--- src/hw/icb_bus_pkg.sv ---
package icb_bus_pkg;

  // Bus widths.
  localparam int AW = 32;
  localparam int DW = 32;
  localparam int MW = DW / 8;     // One mask bit per byte.

  // Requesters on the shared port.
  localparam int MST_NUM   = 2;
  localparam int MST_IDX_W = 1;

  // Command buffer toward the slave.
  localparam int CMD_FIFO_DP = 2;

  // Routing queue, which also bounds the commands in flight.
  localparam int OUTS_MAX   = 4;
  localparam int OUTS_CNT_W = 3;   // Holds 0 to OUTS_MAX.

endpackage

--- src/hw/icb_2to1_bus.sv ---
`timescale 1ns/10ps

module icb_2to1_bus (
  input  logic                       clk,
  input  logic                       i_arst_n,
  // Requester m0.
  input  logic                       i_m0_cmd_valid,
  output logic                       o_m0_cmd_ready,
  input  logic                       i_m0_cmd_read,
  input  logic [icb_bus_pkg::AW-1:0] i_m0_cmd_addr,
  input  logic [icb_bus_pkg::DW-1:0] i_m0_cmd_wdata,
  input  logic [icb_bus_pkg::MW-1:0] i_m0_cmd_wmask,
  input  logic                       i_m0_cmd_lock,
  output logic                       o_m0_rsp_valid,
  input  logic                       i_m0_rsp_ready,
  output logic                       o_m0_rsp_err,
  output logic [icb_bus_pkg::DW-1:0] o_m0_rsp_rdata,
  // Requester m1.
  input  logic                       i_m1_cmd_valid,
  output logic                       o_m1_cmd_ready,
  input  logic                       i_m1_cmd_read,
  input  logic [icb_bus_pkg::AW-1:0] i_m1_cmd_addr,
  input  logic [icb_bus_pkg::DW-1:0] i_m1_cmd_wdata,
  input  logic [icb_bus_pkg::MW-1:0] i_m1_cmd_wmask,
  input  logic                       i_m1_cmd_lock,
  output logic                       o_m1_rsp_valid,
  input  logic                       i_m1_rsp_ready,
  output logic                       o_m1_rsp_err,
  output logic [icb_bus_pkg::DW-1:0] o_m1_rsp_rdata,
  // Slave port.
  output logic                       o_icb_cmd_valid,
  input  logic                       i_icb_cmd_ready,
  output logic                       o_icb_cmd_read,
  output logic [icb_bus_pkg::AW-1:0] o_icb_cmd_addr,
  output logic [icb_bus_pkg::DW-1:0] o_icb_cmd_wdata,
  output logic [icb_bus_pkg::MW-1:0] o_icb_cmd_wmask,
  output logic                       o_icb_cmd_lock,
  input  logic                       i_icb_rsp_valid,
  output logic                       o_icb_rsp_ready,
  input  logic                       i_icb_rsp_err,
  input  logic [icb_bus_pkg::DW-1:0] i_icb_rsp_rdata,
  output logic                       o_active
);

  logic                              push;
  logic [icb_bus_pkg::MST_IDX_W-1:0] push_idx;
  logic                              buf_full;
  logic                              route_full;
  logic                              route_busy;

  icb_arbt_ctrl u_arbt_ctrl (
    .clk            (clk),
    .i_arst_n       (i_arst_n),
    .i_m0_cmd_valid (i_m0_cmd_valid),
    .i_m0_cmd_lock  (i_m0_cmd_lock),
    .i_m1_cmd_valid (i_m1_cmd_valid),
    .i_m1_cmd_lock  (i_m1_cmd_lock),
    .i_buf_full     (buf_full),
    .i_buf_valid    (o_icb_cmd_valid),
    .i_route_full   (route_full),
    .i_route_busy   (route_busy),
    .o_m0_cmd_ready (o_m0_cmd_ready),
    .o_m1_cmd_ready (o_m1_cmd_ready),
    .o_push         (push),
    .o_push_idx     (push_idx),
    .o_active       (o_active)
  );

  icb_cmd_buffer u_cmd_buffer (
    .clk             (clk),
    .i_arst_n        (i_arst_n),
    .i_push          (push),
    .i_push_idx      (push_idx),
    .i_m0_cmd_read   (i_m0_cmd_read),
    .i_m0_cmd_addr   (i_m0_cmd_addr),
    .i_m0_cmd_wdata  (i_m0_cmd_wdata),
    .i_m0_cmd_wmask  (i_m0_cmd_wmask),
    .i_m0_cmd_lock   (i_m0_cmd_lock),
    .i_m1_cmd_read   (i_m1_cmd_read),
    .i_m1_cmd_addr   (i_m1_cmd_addr),
    .i_m1_cmd_wdata  (i_m1_cmd_wdata),
    .i_m1_cmd_wmask  (i_m1_cmd_wmask),
    .i_m1_cmd_lock   (i_m1_cmd_lock),
    .i_icb_cmd_ready (i_icb_cmd_ready),
    .o_full          (buf_full),
    .o_icb_cmd_valid (o_icb_cmd_valid),
    .o_icb_cmd_read  (o_icb_cmd_read),
    .o_icb_cmd_addr  (o_icb_cmd_addr),
    .o_icb_cmd_wdata (o_icb_cmd_wdata),
    .o_icb_cmd_wmask (o_icb_cmd_wmask),
    .o_icb_cmd_lock  (o_icb_cmd_lock)
  );

  icb_rsp_route u_rsp_route (
    .clk             (clk),
    .i_arst_n        (i_arst_n),
    .i_push          (push),
    .i_push_idx      (push_idx),
    .i_icb_rsp_valid (i_icb_rsp_valid),
    .i_icb_rsp_err   (i_icb_rsp_err),
    .i_icb_rsp_rdata (i_icb_rsp_rdata),
    .i_m0_rsp_ready  (i_m0_rsp_ready),
    .i_m1_rsp_ready  (i_m1_rsp_ready),
    .o_full          (route_full),
    .o_busy          (route_busy),
    .o_icb_rsp_ready (o_icb_rsp_ready),
    .o_m0_rsp_valid  (o_m0_rsp_valid),
    .o_m0_rsp_err    (o_m0_rsp_err),
    .o_m0_rsp_rdata  (o_m0_rsp_rdata),
    .o_m1_rsp_valid  (o_m1_rsp_valid),
    .o_m1_rsp_err    (o_m1_rsp_err),
    .o_m1_rsp_rdata  (o_m1_rsp_rdata)
  );

endmodule

--- src/hw/icb_arbt_ctrl.sv ---
`timescale 1ns/10ps

module icb_arbt_ctrl (
  input  logic                               clk,
  input  logic                               i_arst_n,
  input  logic                               i_m0_cmd_valid,
  input  logic                               i_m0_cmd_lock,
  input  logic                               i_m1_cmd_valid,
  input  logic                               i_m1_cmd_lock,
  input  logic                               i_buf_full,
  input  logic                               i_buf_valid,
  input  logic                               i_route_full,
  input  logic                               i_route_busy,
  output logic                               o_m0_cmd_ready,
  output logic                               o_m1_cmd_ready,
  output logic                               o_push,
  output logic [icb_bus_pkg::MST_IDX_W-1:0]  o_push_idx,
  output logic                               o_active
);

  logic                              elig0;
  logic                              elig1;
  logic                              room;
  logic [icb_bus_pkg::MST_IDX_W-1:0] grant;
  logic [icb_bus_pkg::MST_IDX_W-1:0] last_grant;  // Winner of the last accept.
  logic [icb_bus_pkg::MST_IDX_W-1:0] lock_owner;
  logic                              lock_held;
  logic                              push_lock;

  // Downstream must have space in both the buffer and the routing queue.
  assign room  = ~i_buf_full & ~i_route_full;
  assign elig0 = i_m0_cmd_valid & room;
  assign elig1 = i_m1_cmd_valid & room;

  always_comb begin
    if (lock_held) begin
      grant = lock_owner;                  // Locked sequence keeps the port.
    end else if (elig0 & elig1) begin
      grant = ~last_grant;                 // Round robin on a tie.
    end else if (elig1) begin
      grant = 1'b1;
    end else begin
      grant = 1'b0;
    end
  end

  assign o_m0_cmd_ready = elig0 & (grant == 1'b0);
  assign o_m1_cmd_ready = elig1 & (grant == 1'b1);

  // A ready is only raised with valid, so either ready marks an accept.
  assign o_push     = o_m0_cmd_ready | o_m1_cmd_ready;
  assign o_push_idx = grant;
  assign push_lock  = grant[0] ? i_m1_cmd_lock : i_m0_cmd_lock;

  always_ff @(posedge clk or negedge i_arst_n) begin
    if (!i_arst_n) begin
      last_grant <= 1'b1;                  // First tie after reset goes to m0.
    end else if (o_push) begin
      last_grant <= grant;
    end
  end

  // Lock starts on a locked accept and ends on the owner's next unlocked accept.
  always_ff @(posedge clk or negedge i_arst_n) begin
    if (!i_arst_n) begin
      lock_held  <= 1'b0;
      lock_owner <= 1'b0;
    end else if (o_push) begin
      lock_held <= push_lock;
      if (push_lock && !lock_held) begin
        lock_owner <= grant;
      end
    end
  end

  // Pending work anywhere on the bus.
  assign o_active = i_buf_valid | i_route_busy | lock_held;

endmodule

--- src/hw/icb_cmd_buffer.sv ---
`timescale 1ns/10ps

module icb_cmd_buffer (
  input  logic                              clk,
  input  logic                              i_arst_n,
  input  logic                              i_push,
  input  logic [icb_bus_pkg::MST_IDX_W-1:0] i_push_idx,
  input  logic                              i_m0_cmd_read,
  input  logic [icb_bus_pkg::AW-1:0]        i_m0_cmd_addr,
  input  logic [icb_bus_pkg::DW-1:0]        i_m0_cmd_wdata,
  input  logic [icb_bus_pkg::MW-1:0]        i_m0_cmd_wmask,
  input  logic                              i_m0_cmd_lock,
  input  logic                              i_m1_cmd_read,
  input  logic [icb_bus_pkg::AW-1:0]        i_m1_cmd_addr,
  input  logic [icb_bus_pkg::DW-1:0]        i_m1_cmd_wdata,
  input  logic [icb_bus_pkg::MW-1:0]        i_m1_cmd_wmask,
  input  logic                              i_m1_cmd_lock,
  input  logic                              i_icb_cmd_ready,
  output logic                              o_full,
  output logic                              o_icb_cmd_valid,
  output logic                              o_icb_cmd_read,
  output logic [icb_bus_pkg::AW-1:0]        o_icb_cmd_addr,
  output logic [icb_bus_pkg::DW-1:0]        o_icb_cmd_wdata,
  output logic [icb_bus_pkg::MW-1:0]        o_icb_cmd_wmask,
  output logic                              o_icb_cmd_lock
);

  logic                       mem_read  [icb_bus_pkg::CMD_FIFO_DP];
  logic [icb_bus_pkg::AW-1:0] mem_addr  [icb_bus_pkg::CMD_FIFO_DP];
  logic [icb_bus_pkg::DW-1:0] mem_wdata [icb_bus_pkg::CMD_FIFO_DP];
  logic [icb_bus_pkg::MW-1:0] mem_wmask [icb_bus_pkg::CMD_FIFO_DP];
  logic                       mem_lock  [icb_bus_pkg::CMD_FIFO_DP];

  logic [$clog2(icb_bus_pkg::CMD_FIFO_DP)-1:0]   wptr;
  logic [$clog2(icb_bus_pkg::CMD_FIFO_DP)-1:0]   rptr;
  logic [$clog2(icb_bus_pkg::CMD_FIFO_DP+1)-1:0] count;
  logic                                          pop;

  assign pop = o_icb_cmd_valid & i_icb_cmd_ready;

  // Payload storage, written from the granted requester.
  always_ff @(posedge clk) begin
    if (i_push) begin
      mem_read[wptr]  <= i_push_idx[0] ? i_m1_cmd_read  : i_m0_cmd_read;
      mem_addr[wptr]  <= i_push_idx[0] ? i_m1_cmd_addr  : i_m0_cmd_addr;
      mem_wdata[wptr] <= i_push_idx[0] ? i_m1_cmd_wdata : i_m0_cmd_wdata;
      mem_wmask[wptr] <= i_push_idx[0] ? i_m1_cmd_wmask : i_m0_cmd_wmask;
      mem_lock[wptr]  <= i_push_idx[0] ? i_m1_cmd_lock  : i_m0_cmd_lock;
    end
  end

  always_ff @(posedge clk or negedge i_arst_n) begin
    if (!i_arst_n) begin
      wptr  <= '0;
      rptr  <= '0;
      count <= '0;
    end else begin
      if (i_push) begin
        wptr <= wptr + 1'b1;  // Depth is a power of two, so it wraps.
      end
      if (pop) begin
        rptr <= rptr + 1'b1;
      end
      case ({i_push, pop})
        2'b10:   count <= count + 1'b1;
        2'b01:   count <= count - 1'b1;
        default: count <= count;
      endcase
    end
  end

  assign o_full          = (count == icb_bus_pkg::CMD_FIFO_DP);
  assign o_icb_cmd_valid = (count != '0);

  // Head entry is presented to the slave.
  assign o_icb_cmd_read  = mem_read[rptr];
  assign o_icb_cmd_addr  = mem_addr[rptr];
  assign o_icb_cmd_wdata = mem_wdata[rptr];
  assign o_icb_cmd_wmask = mem_wmask[rptr];
  assign o_icb_cmd_lock  = mem_lock[rptr];

endmodule

--- src/hw/icb_rsp_route.sv ---
`timescale 1ns/10ps

module icb_rsp_route (
  input  logic                              clk,
  input  logic                              i_arst_n,
  input  logic                              i_push,
  input  logic [icb_bus_pkg::MST_IDX_W-1:0] i_push_idx,
  input  logic                              i_icb_rsp_valid,
  input  logic                              i_icb_rsp_err,
  input  logic [icb_bus_pkg::DW-1:0]        i_icb_rsp_rdata,
  input  logic                              i_m0_rsp_ready,
  input  logic                              i_m1_rsp_ready,
  output logic                              o_full,
  output logic                              o_busy,
  output logic                              o_icb_rsp_ready,
  output logic                              o_m0_rsp_valid,
  output logic                              o_m0_rsp_err,
  output logic [icb_bus_pkg::DW-1:0]        o_m0_rsp_rdata,
  output logic                              o_m1_rsp_valid,
  output logic                              o_m1_rsp_err,
  output logic [icb_bus_pkg::DW-1:0]        o_m1_rsp_rdata
);

  // Source index of every command still waiting for its response.
  logic [icb_bus_pkg::MST_IDX_W-1:0]          src_q [icb_bus_pkg::OUTS_MAX];
  logic [$clog2(icb_bus_pkg::OUTS_MAX)-1:0]   wptr;
  logic [$clog2(icb_bus_pkg::OUTS_MAX)-1:0]   rptr;
  logic [icb_bus_pkg::OUTS_CNT_W-1:0]         count;
  logic [icb_bus_pkg::MST_IDX_W-1:0]          head;
  logic                                       pop;

  always_ff @(posedge clk) begin
    if (i_push) begin
      src_q[wptr] <= i_push_idx;
    end
  end

  always_ff @(posedge clk or negedge i_arst_n) begin
    if (!i_arst_n) begin
      wptr  <= '0;
      rptr  <= '0;
      count <= '0;
    end else begin
      if (i_push) begin
        wptr <= wptr + 1'b1;
      end
      if (pop) begin
        rptr <= rptr + 1'b1;
      end
      case ({i_push, pop})
        2'b10:   count <= count + 1'b1;
        2'b01:   count <= count - 1'b1;
        default: count <= count;
      endcase
    end
  end

  assign o_full = (count == icb_bus_pkg::OUTS_MAX);
  assign o_busy = (count != '0);
  assign head   = src_q[rptr];

  // Response goes to the oldest issuer only.
  assign o_m0_rsp_valid  = i_icb_rsp_valid & o_busy & (head == 1'b0);
  assign o_m1_rsp_valid  = i_icb_rsp_valid & o_busy & (head == 1'b1);
  assign o_icb_rsp_ready = o_busy & (head[0] ? i_m1_rsp_ready : i_m0_rsp_ready);
  assign pop             = i_icb_rsp_valid & o_icb_rsp_ready;

  // Data fans out, valid decides who takes it.
  assign o_m0_rsp_err   = i_icb_rsp_err;
  assign o_m0_rsp_rdata = i_icb_rsp_rdata;
  assign o_m1_rsp_err   = i_icb_rsp_err;
  assign o_m1_rsp_rdata = i_icb_rsp_rdata;

endmodule

--- config.mk ---
export PLATFORM = sky130hd
export DESIGN_NAME = icb_2to1_bus
export DESIGN_NICKNAME = d
export VERILOG_FILES = /design/src/hw/icb_bus_pkg.sv /design/src/hw/icb_2to1_bus.sv /design/src/hw/icb_arbt_ctrl.sv /design/src/hw/icb_cmd_buffer.sv /design/src/hw/icb_rsp_route.sv
export SDC_FILE = /design/constraint.sdc
export NUM_CORES = 1
export LEC_CHECK = 0
export BUFFER_PORTS_ARGS = -buffer_cell sky130_fd_sc_hd__buf_2
export CORE_MARGIN = 5
export CORE_UTILIZATION = 48
export CTS_CLUSTER_DIAMETER = 60
export DETAILED_ROUTE_END_ITERATION = 12
export GPL_TIMING_DRIVEN = 1
export HOLD_SLACK_MARGIN = 0.12
export PLACE_DENSITY = 0.86
export SLEW_MARGIN = 20
export SYNTH_ARGS = -nofsm -noshare
export SYNTH_HDL_FRONTEND = slang
export SYNTH_SLANG_ARGS = --single-unit
--- constraint.sdc ---
create_clock -name clk -period 5.95 [get_ports clk]
set_input_delay 1.4875 -clock clk [delete_from_list [all_inputs] [get_ports clk]]
set_output_delay 1.4875 -clock clk [all_outputs]
set_load 0.005 [all_outputs]
=== Word level (Yosys, flattened, before mapping) ===
Memory sizes are Yosys's and may differ from the RTL's.
Index checks and enable logic that the tools add are counted.
W data, S select, Z words.

* Memories: 6
* Register bits after elaboration: 14
* Logic and storage cells: 69
* RAM bits: 144
* Bits of input ports: 181
* Output and inout bits: 143

* Add/sub/neg operators: 8
* Bitwise logic cells: 20
* Reductions and logical operators: 7
* Eq/ne operators: 6
* Mux-type cells: 13

{| class="wikitable"
|+ Memories
! memory !! depth !! width !! rd ports !! clocked after memory_dff !! wr ports !! line !! text
|-
| u_cmd_buffer.mem_addr || 2 || 32 || 1 || 0 || 1 || icb_cmd_buffer.sv:29 || <nowiki>logic [icb_bus_pkg::AW-1:0] mem_addr [icb_bus_pkg::CMD_FIFO_DP];</nowiki>
|-
| u_cmd_buffer.mem_wdata || 2 || 32 || 1 || 0 || 1 || icb_cmd_buffer.sv:30 || <nowiki>logic [icb_bus_pkg::DW-1:0] mem_wdata [icb_bus_pkg::CMD_FIFO_DP];</nowiki>
|-
| u_cmd_buffer.mem_wmask || 2 || 4 || 1 || 0 || 1 || icb_cmd_buffer.sv:31 || <nowiki>logic [icb_bus_pkg::MW-1:0] mem_wmask [icb_bus_pkg::CMD_FIFO_DP];</nowiki>
|-
| u_rsp_route.src_q || 4 || 1 || 1 || 0 || 1 || icb_rsp_route.sv:25 || <nowiki>logic [icb_bus_pkg::MST_IDX_W-1:0] src_q [icb_bus_pkg::OUTS_MAX];</nowiki>
|-
| u_cmd_buffer.mem_lock || 2 || 1 || 1 || 0 || 1 || icb_cmd_buffer.sv:32 || <nowiki>logic mem_lock [icb_bus_pkg::CMD_FIFO_DP];</nowiki>
|-
| u_cmd_buffer.mem_read || 2 || 1 || 1 || 0 || 1 || icb_cmd_buffer.sv:28 || <nowiki>logic mem_read [icb_bus_pkg::CMD_FIFO_DP];</nowiki>
|}

{| class="wikitable"
|+ Operator list
! kind !! number
|-
| $mux W32 || 2
|-
| $and A1 B1 Y1 || 12
|-
| $mux W1 || 8
|-
| $add A2 B1 Y2 const B || 3
|-
| $eq A2 B2 Y1 const B || 3
|-
| $pmux W3 S2 || 1
|-
| $reduce_bool A2 Y1 || 3
|-
| $not A1 Y1 || 5
|-
| $eq A2 B1 Y1 const B || 2
|-
| $mux W4 || 1
|-
| $pmux W2 S2 || 1
|-
| $add A3 B1 Y3 const B || 1
|-
| $eq A3 B3 Y1 const B || 1
|-
| $or A1 B1 Y1 || 3
|-
| $reduce_bool A3 Y1 || 1
|-
| $sub A3 B1 Y3 const B || 1
|-
| $add A1 B1 Y1 const B || 2
|-
| $reduce_and A2 Y1 || 1
|-
| $sub A2 B1 Y2 const B || 1
|-
| $logic_and A1 B1 Y1 || 1
|-
| $logic_not A1 Y1 || 1
|}

=== Logic depth before layout (Yosys ltp) ===
* Word-level depth: 12
* Gate-level depth with buffers: 10
* Depth with buffers taken out: 10

=== Cells and area by module ===
Synthesis repeated with hierarchy kept, for this count alone.

* Cell total of the unflattened synthesis: 461
* Area total of the unflattened synthesis: 8,175.3 µm²

{| class="wikitable"
|+ Modules (own cells, without submodules)
! module !! area an instance (µm²) !! cells each !! instances
|-
| icb_cmd_buffer || 6,800.3 || 313 || 1
|-
| icb_rsp_route || 1,116.1 || 119 || 1
|-
| icb_arbt_ctrl || 259.0 || 29 || 1
|}

=== Worst setup path before layout ===
Ideal clock, no wire load.

* Path type: input-to-reg
* Start: input i_m1_cmd_valid
* End: memory u_cmd_buffer.mem_addr[0][0] in the netlist's numbering, enable pin
* Arrival: 4.863 ns
* Buffers on the path: 0
* Setup time: 0.499 ns
* Stages: 4
* Slack: 0.588 ns
* Data required time: 5.451 ns
* Cells stage by stage: a21o_1 o211a_1 inv_1 nor2_1

* Longest elaborated chain between the ends: 9
* Elaborated cells on any way between the ends: 11

{| class="wikitable"
|+ RTL lines
! what !! line !! text
|-
| start: declaration || icb_2to1_bus.sv:19 || <nowiki>input logic i_m1_cmd_valid,</nowiki>
|-
| $and A1 B1 Y1 (*) || icb_arbt_ctrl.sv:33 || <nowiki>assign elig1 = i_m1_cmd_valid & room;</nowiki>
|-
| $mux W1 or $and A1 B1 Y1 (tied branches) || icb_arbt_ctrl.sv:40, icb_arbt_ctrl.sv:38 ||
|-
| $mux W1 || icb_arbt_ctrl.sv:38 || <nowiki>end else if (elig0 & elig1) begin</nowiki>
|-
| $mux W1 || icb_arbt_ctrl.sv:36 || <nowiki>if (lock_held) begin</nowiki>
|-
| $not A1 Y1 || icb_arbt_ctrl.sv:47 || <nowiki>assign o_m0_cmd_ready = elig0 & (grant == 1'b0);</nowiki>
|-
| $and A1 B1 Y1 || icb_arbt_ctrl.sv:47 ||
|-
| $or A1 B1 Y1 (*) || icb_arbt_ctrl.sv:51 || <nowiki>assign o_push = o_m0_cmd_ready | o_m1_cmd_ready;</nowiki>
|-
| $mux W1 (*) || icb_cmd_buffer.sv:43 || <nowiki>if (i_push) begin</nowiki>
|-
| $mux W1 (*) || icb_cmd_buffer.sv:45 || <nowiki>mem_addr[wptr] <= i_push_idx[0] ? i_m1_cmd_addr : i_m0_cmd_addr;</nowiki>
|-
| end: declaration || icb_cmd_buffer.sv:29 ||
|}

Mark *: on every way between the ends. The rest lies on a longest branch, timed or not.

=== Final worst setup path ===
* Start: input i_m0_cmd_valid
* End: output o_m0_cmd_ready

* Longest elaborated chain between the ends: 6

{| class="wikitable"
|+ RTL lines
! what !! line !! text
|-
| start: declaration || icb_2to1_bus.sv:7 || <nowiki>input logic i_m0_cmd_valid,</nowiki>
|-
| $and A1 B1 Y1 (*) || icb_arbt_ctrl.sv:32 || <nowiki>assign elig0 = i_m0_cmd_valid & room;</nowiki>
|-
| $and A1 B1 Y1 || icb_arbt_ctrl.sv:38 ||
|-
| $mux W1 || icb_arbt_ctrl.sv:38 ||
|-
| $mux W1 || icb_arbt_ctrl.sv:36 ||
|-
| $not A1 Y1 || icb_arbt_ctrl.sv:47 ||
|-
| $and A1 B1 Y1 (*) || icb_arbt_ctrl.sv:47 ||
|-
| end: declaration || icb_2to1_bus.sv:8 || <nowiki>output logic o_m0_cmd_ready,</nowiki>
|}

Marks and branches as above.

==> qor.csv <==
stage,metric,value,unit
outcome,status,"complete, no violations",
place,port bufs,224,
drt,DR vias/cell,5.00,
synth,Post-Syn Area,7470,sq um
grt,vias in the first global route,4641,
sta,Tcrit/Tclk final,67.0,%
critical_path,WP data required,4.46,ns
sta,Layout Skew,0.00577,ns
synth,Synth Flop Type,edfxtp_1,
sta,Tightest Pin Transition,0.996,ns
drt,drc violations,0,
drt,final wirelength,15100,um
sta,Period minus WS final,3.99,ns
critical_path,crit path launch,i_m0_cmd_valid,
power,Pleak,3.59,nW
hold_path,min-delay worst type,reg2reg,
synth,Mean Syn Cell Area,16.5,sq um
synth,post-synth top area share,57.9,%
clocking,Clock Latency Late Sink,0.42,ns
drt,DR WL/cell,17.9,um
final_layout,post-route cell area,8890,sq um
sta,final-report hold violation count,0,
clocking,Setup Buffers After CTS,0,
power,PD cells,562,nW/um^2
sta,WHS,0.506,ns
clocking,H-tree depth,4,
floorplanning,io pins,324,
synth,top cells by area in the synthesized netlist,"edfxtp_1 58%, mux2_2 19%, buf_4 6.6%",
grt,GRT Total Usage,16.5,%
critical_path,crit path max fanout,4,
sta,Peak Freq,0.251,GHz
clocking,TritonCTS buffer count,17,
floorplanning,Initial Util,49.0,%
clocking,Hold Buf Count CTS,0,
sta,setup TNS,0,ns
final_layout,share of cells above drive strength 1,63.5,%
run,max-cap viol count,0,
clocking,CTS resizes,0,
drt,Vias,4221,
critical_path,"reg-to-reg slack, setup",3.00,ns
clocking,"CTS clk-pin slew, worst paths",0.06,ns
grt,global-route wire length before repair,23000,um
final_layout,Area Growth Syn to Fin,19.0,%
synth,post-synth cell types,36,
clocking,CTS max path bufs,2,
critical_path,CP Capture Type,output pin,
synth,cell taking the most area after synthesis,edfxtp_1,
grt,largest net degree at the start of global routing,71,
critical_path,startpoint types,primary input,
clocking,CTS tree,done,
final_layout,Nets,808,
drt,Post-DRT Antenna Nets,0,
sta,RSZ-0062 raised after global routing,no,
synth,sequential area share after synthesis,62.6,%
drt,initial DRC count,153,
floorplanning,# rows,45,
grt,initial antenna violation count,0,
synth,ys async rst share,8.86,%
critical_path,Reg-to-Reg Start,u_arbt_ctrl.lock_held$_DFFE_PN0P_,
clocking,CTS Sinks,158,
critical_path,WS Path Type,in2out,
clocking,CTS Root Cell,clkbuf_16,
synth,syn_nets,642,
place,routability congestion estimate,0.813,
place,Post-DP Area,8300,sq um
synth,Seq cells post-synth,158,
final_layout,n_diodes,0,
critical_path,WP data arrival,2.50,ns
sta,Max Slew Vio Count,0,
floorplanning,die height,135,um
drt,DRT Pass-1 Iters,4,
sta,max_slew headroom,33.6,%
power,worst vdd ir,0.000325,V
place,Detail Placement HPWL,10800,um
synth,Cells after Synth,454,
hold_path,hold wc startpoint,u_cmd_buffer.count[1]$_DFFE_PN0P_,
floorplanning,Placeable Area,15300,sq um
synth,"EDFF count, synth",144,
grt,GR Overflow Total,0,
floorplanning,Die Width,135,um
synth,YS warnings,0,
sta,setup violators final,0,
floorplanning,Die Area,18200,sq um
-- power by group --
group / switching, W / internal, W
sequential: 0.000193 / 0.00187
combinational: 0.000940 / 0.000959
clock: 0.000394 / 0.000636
total: 0.00153 / 0.00347
-- sequential cells by signal, summed over array words and instances, names as in the netlist --
name	cells
u_cmd_buffer.wptr	1
u_cmd_buffer.mem_lock	2
u_arbt_ctrl.lock_owner	1
u_rsp_route.rptr	2
u_cmd_buffer.mem_wdata	64
u_cmd_buffer.mem_read	2
u_rsp_route.src_q	4
u_rsp_route.count	3
u_cmd_buffer.count	2
u_arbt_ctrl.lock_held	1
u_cmd_buffer.mem_addr	64
u_cmd_buffer.mem_wmask	8
u_cmd_buffer.rptr	1
u_rsp_route.wptr	2
u_arbt_ctrl.last_grant	1
-- synthesized netlist by cell type, drive strengths merged (2+ instances only) --
cell and count:
nor2 8, nand2 3, buf 73, ha 6
mux2 141, inv 7, xor2 5, edfxtp 144
clkbuf 8, or3 2, xnor2 5, nor3b 4
and2 8, dfrtp 13, mux2i 7, nor2b 2
a21oi 3
-- logic make-up (layout without fill, tap and decap cells) --
| group | after synthesis | after routing | synth area share [%] |
|---|---|---|---|
| DFF | 158 | 158 | 62.6 |
| muxes | 148 | 148 | 22.6 |
| buffers and inverters | 88 | 267 | 8.44 |
| and+or+nand+nor | 31 | 31 | 2.58 |
| AOI/OAI and AO/OA | 12 | 12 | 1.31 |
| xor gates and xnor gates | 10 | 10 | 1.17 |
| adders and majority gates | 7 | 7 | 1.27 |
-- worst paths after layout --
path / end / cells past startpoint
min: u_cmd_buffer.count[1]$_DFFE_PN0P_ / 1
max reg2reg: u_cmd_buffer.mem_addr[0][27]$_DFFE_PP_ / 6
min in group asynchronous: u_rsp_route.rptr[0]$_DFFE_PN0P_ / 1
max: o_m0_cmd_ready / 4
min reg2reg: u_cmd_buffer.count[1]$_DFFE_PN0P_ / 1
max in group asynchronous: u_arbt_ctrl.last_grant$_DFFE_PN1P_ / 1
-- worst max-delay path, cell delays in order --
cell,delay (ns)
buf_2,0.12
a21bo_2,0.22
nor4_1,0.45
buf_2,0.22
-- placed cells by master, fill, tap and decap left out, types with 3 or more instances in the layout --
cell       count
buf_2        224
edfxtp_1     144
mux2_2       129
clkbuf_16     17
dfrtp_1       12
mux2_4         9
inv_1          7
and2_1         7
mux2i_1        7
nor2_1         7
ha_1           6
xnor2_1        5
xor2_1         5
clkinv_2       5
clkbuf_1       5
a21oi_1        3
nand2_1        3
mux2_1         3
-- routing by layer --
metal  track usage (%)  routed length [um]
met1              17.3                5490
met2              29.7                8040
met3              5.63                1250
met4              7.81                 366
met5                 0                   0
-- through the flow --
step | worst slack, ns | power [W] | instances | util, %
after CTS | 1.94 | 0.00504 | 843 | 58.1
final | 1.96 | 0.00500 | 844 | 58.3
after detailed placement | 1.96 | 0.00400 | 811 | 54.4
after global placement | 2.03 | 0.00388 | 811 | 54.4
after global routing | 1.88 | 0.00528 | 844 | 58.3
after floorplan | 0.588 | 0.00337 | 454 | -
-- layout make-up --
class	instances	area, sq um
Inverter	7	26.3
Clock inverter	8	92.6
Sequential cell	158	4680
Clock buffer	24	472
Timing Repair Buffer	228	1180
Tap cell	211	264
Fill cell	1202	6370
Multi-Input combinational cell	208	2170
(Power assumes the default switching activity.)
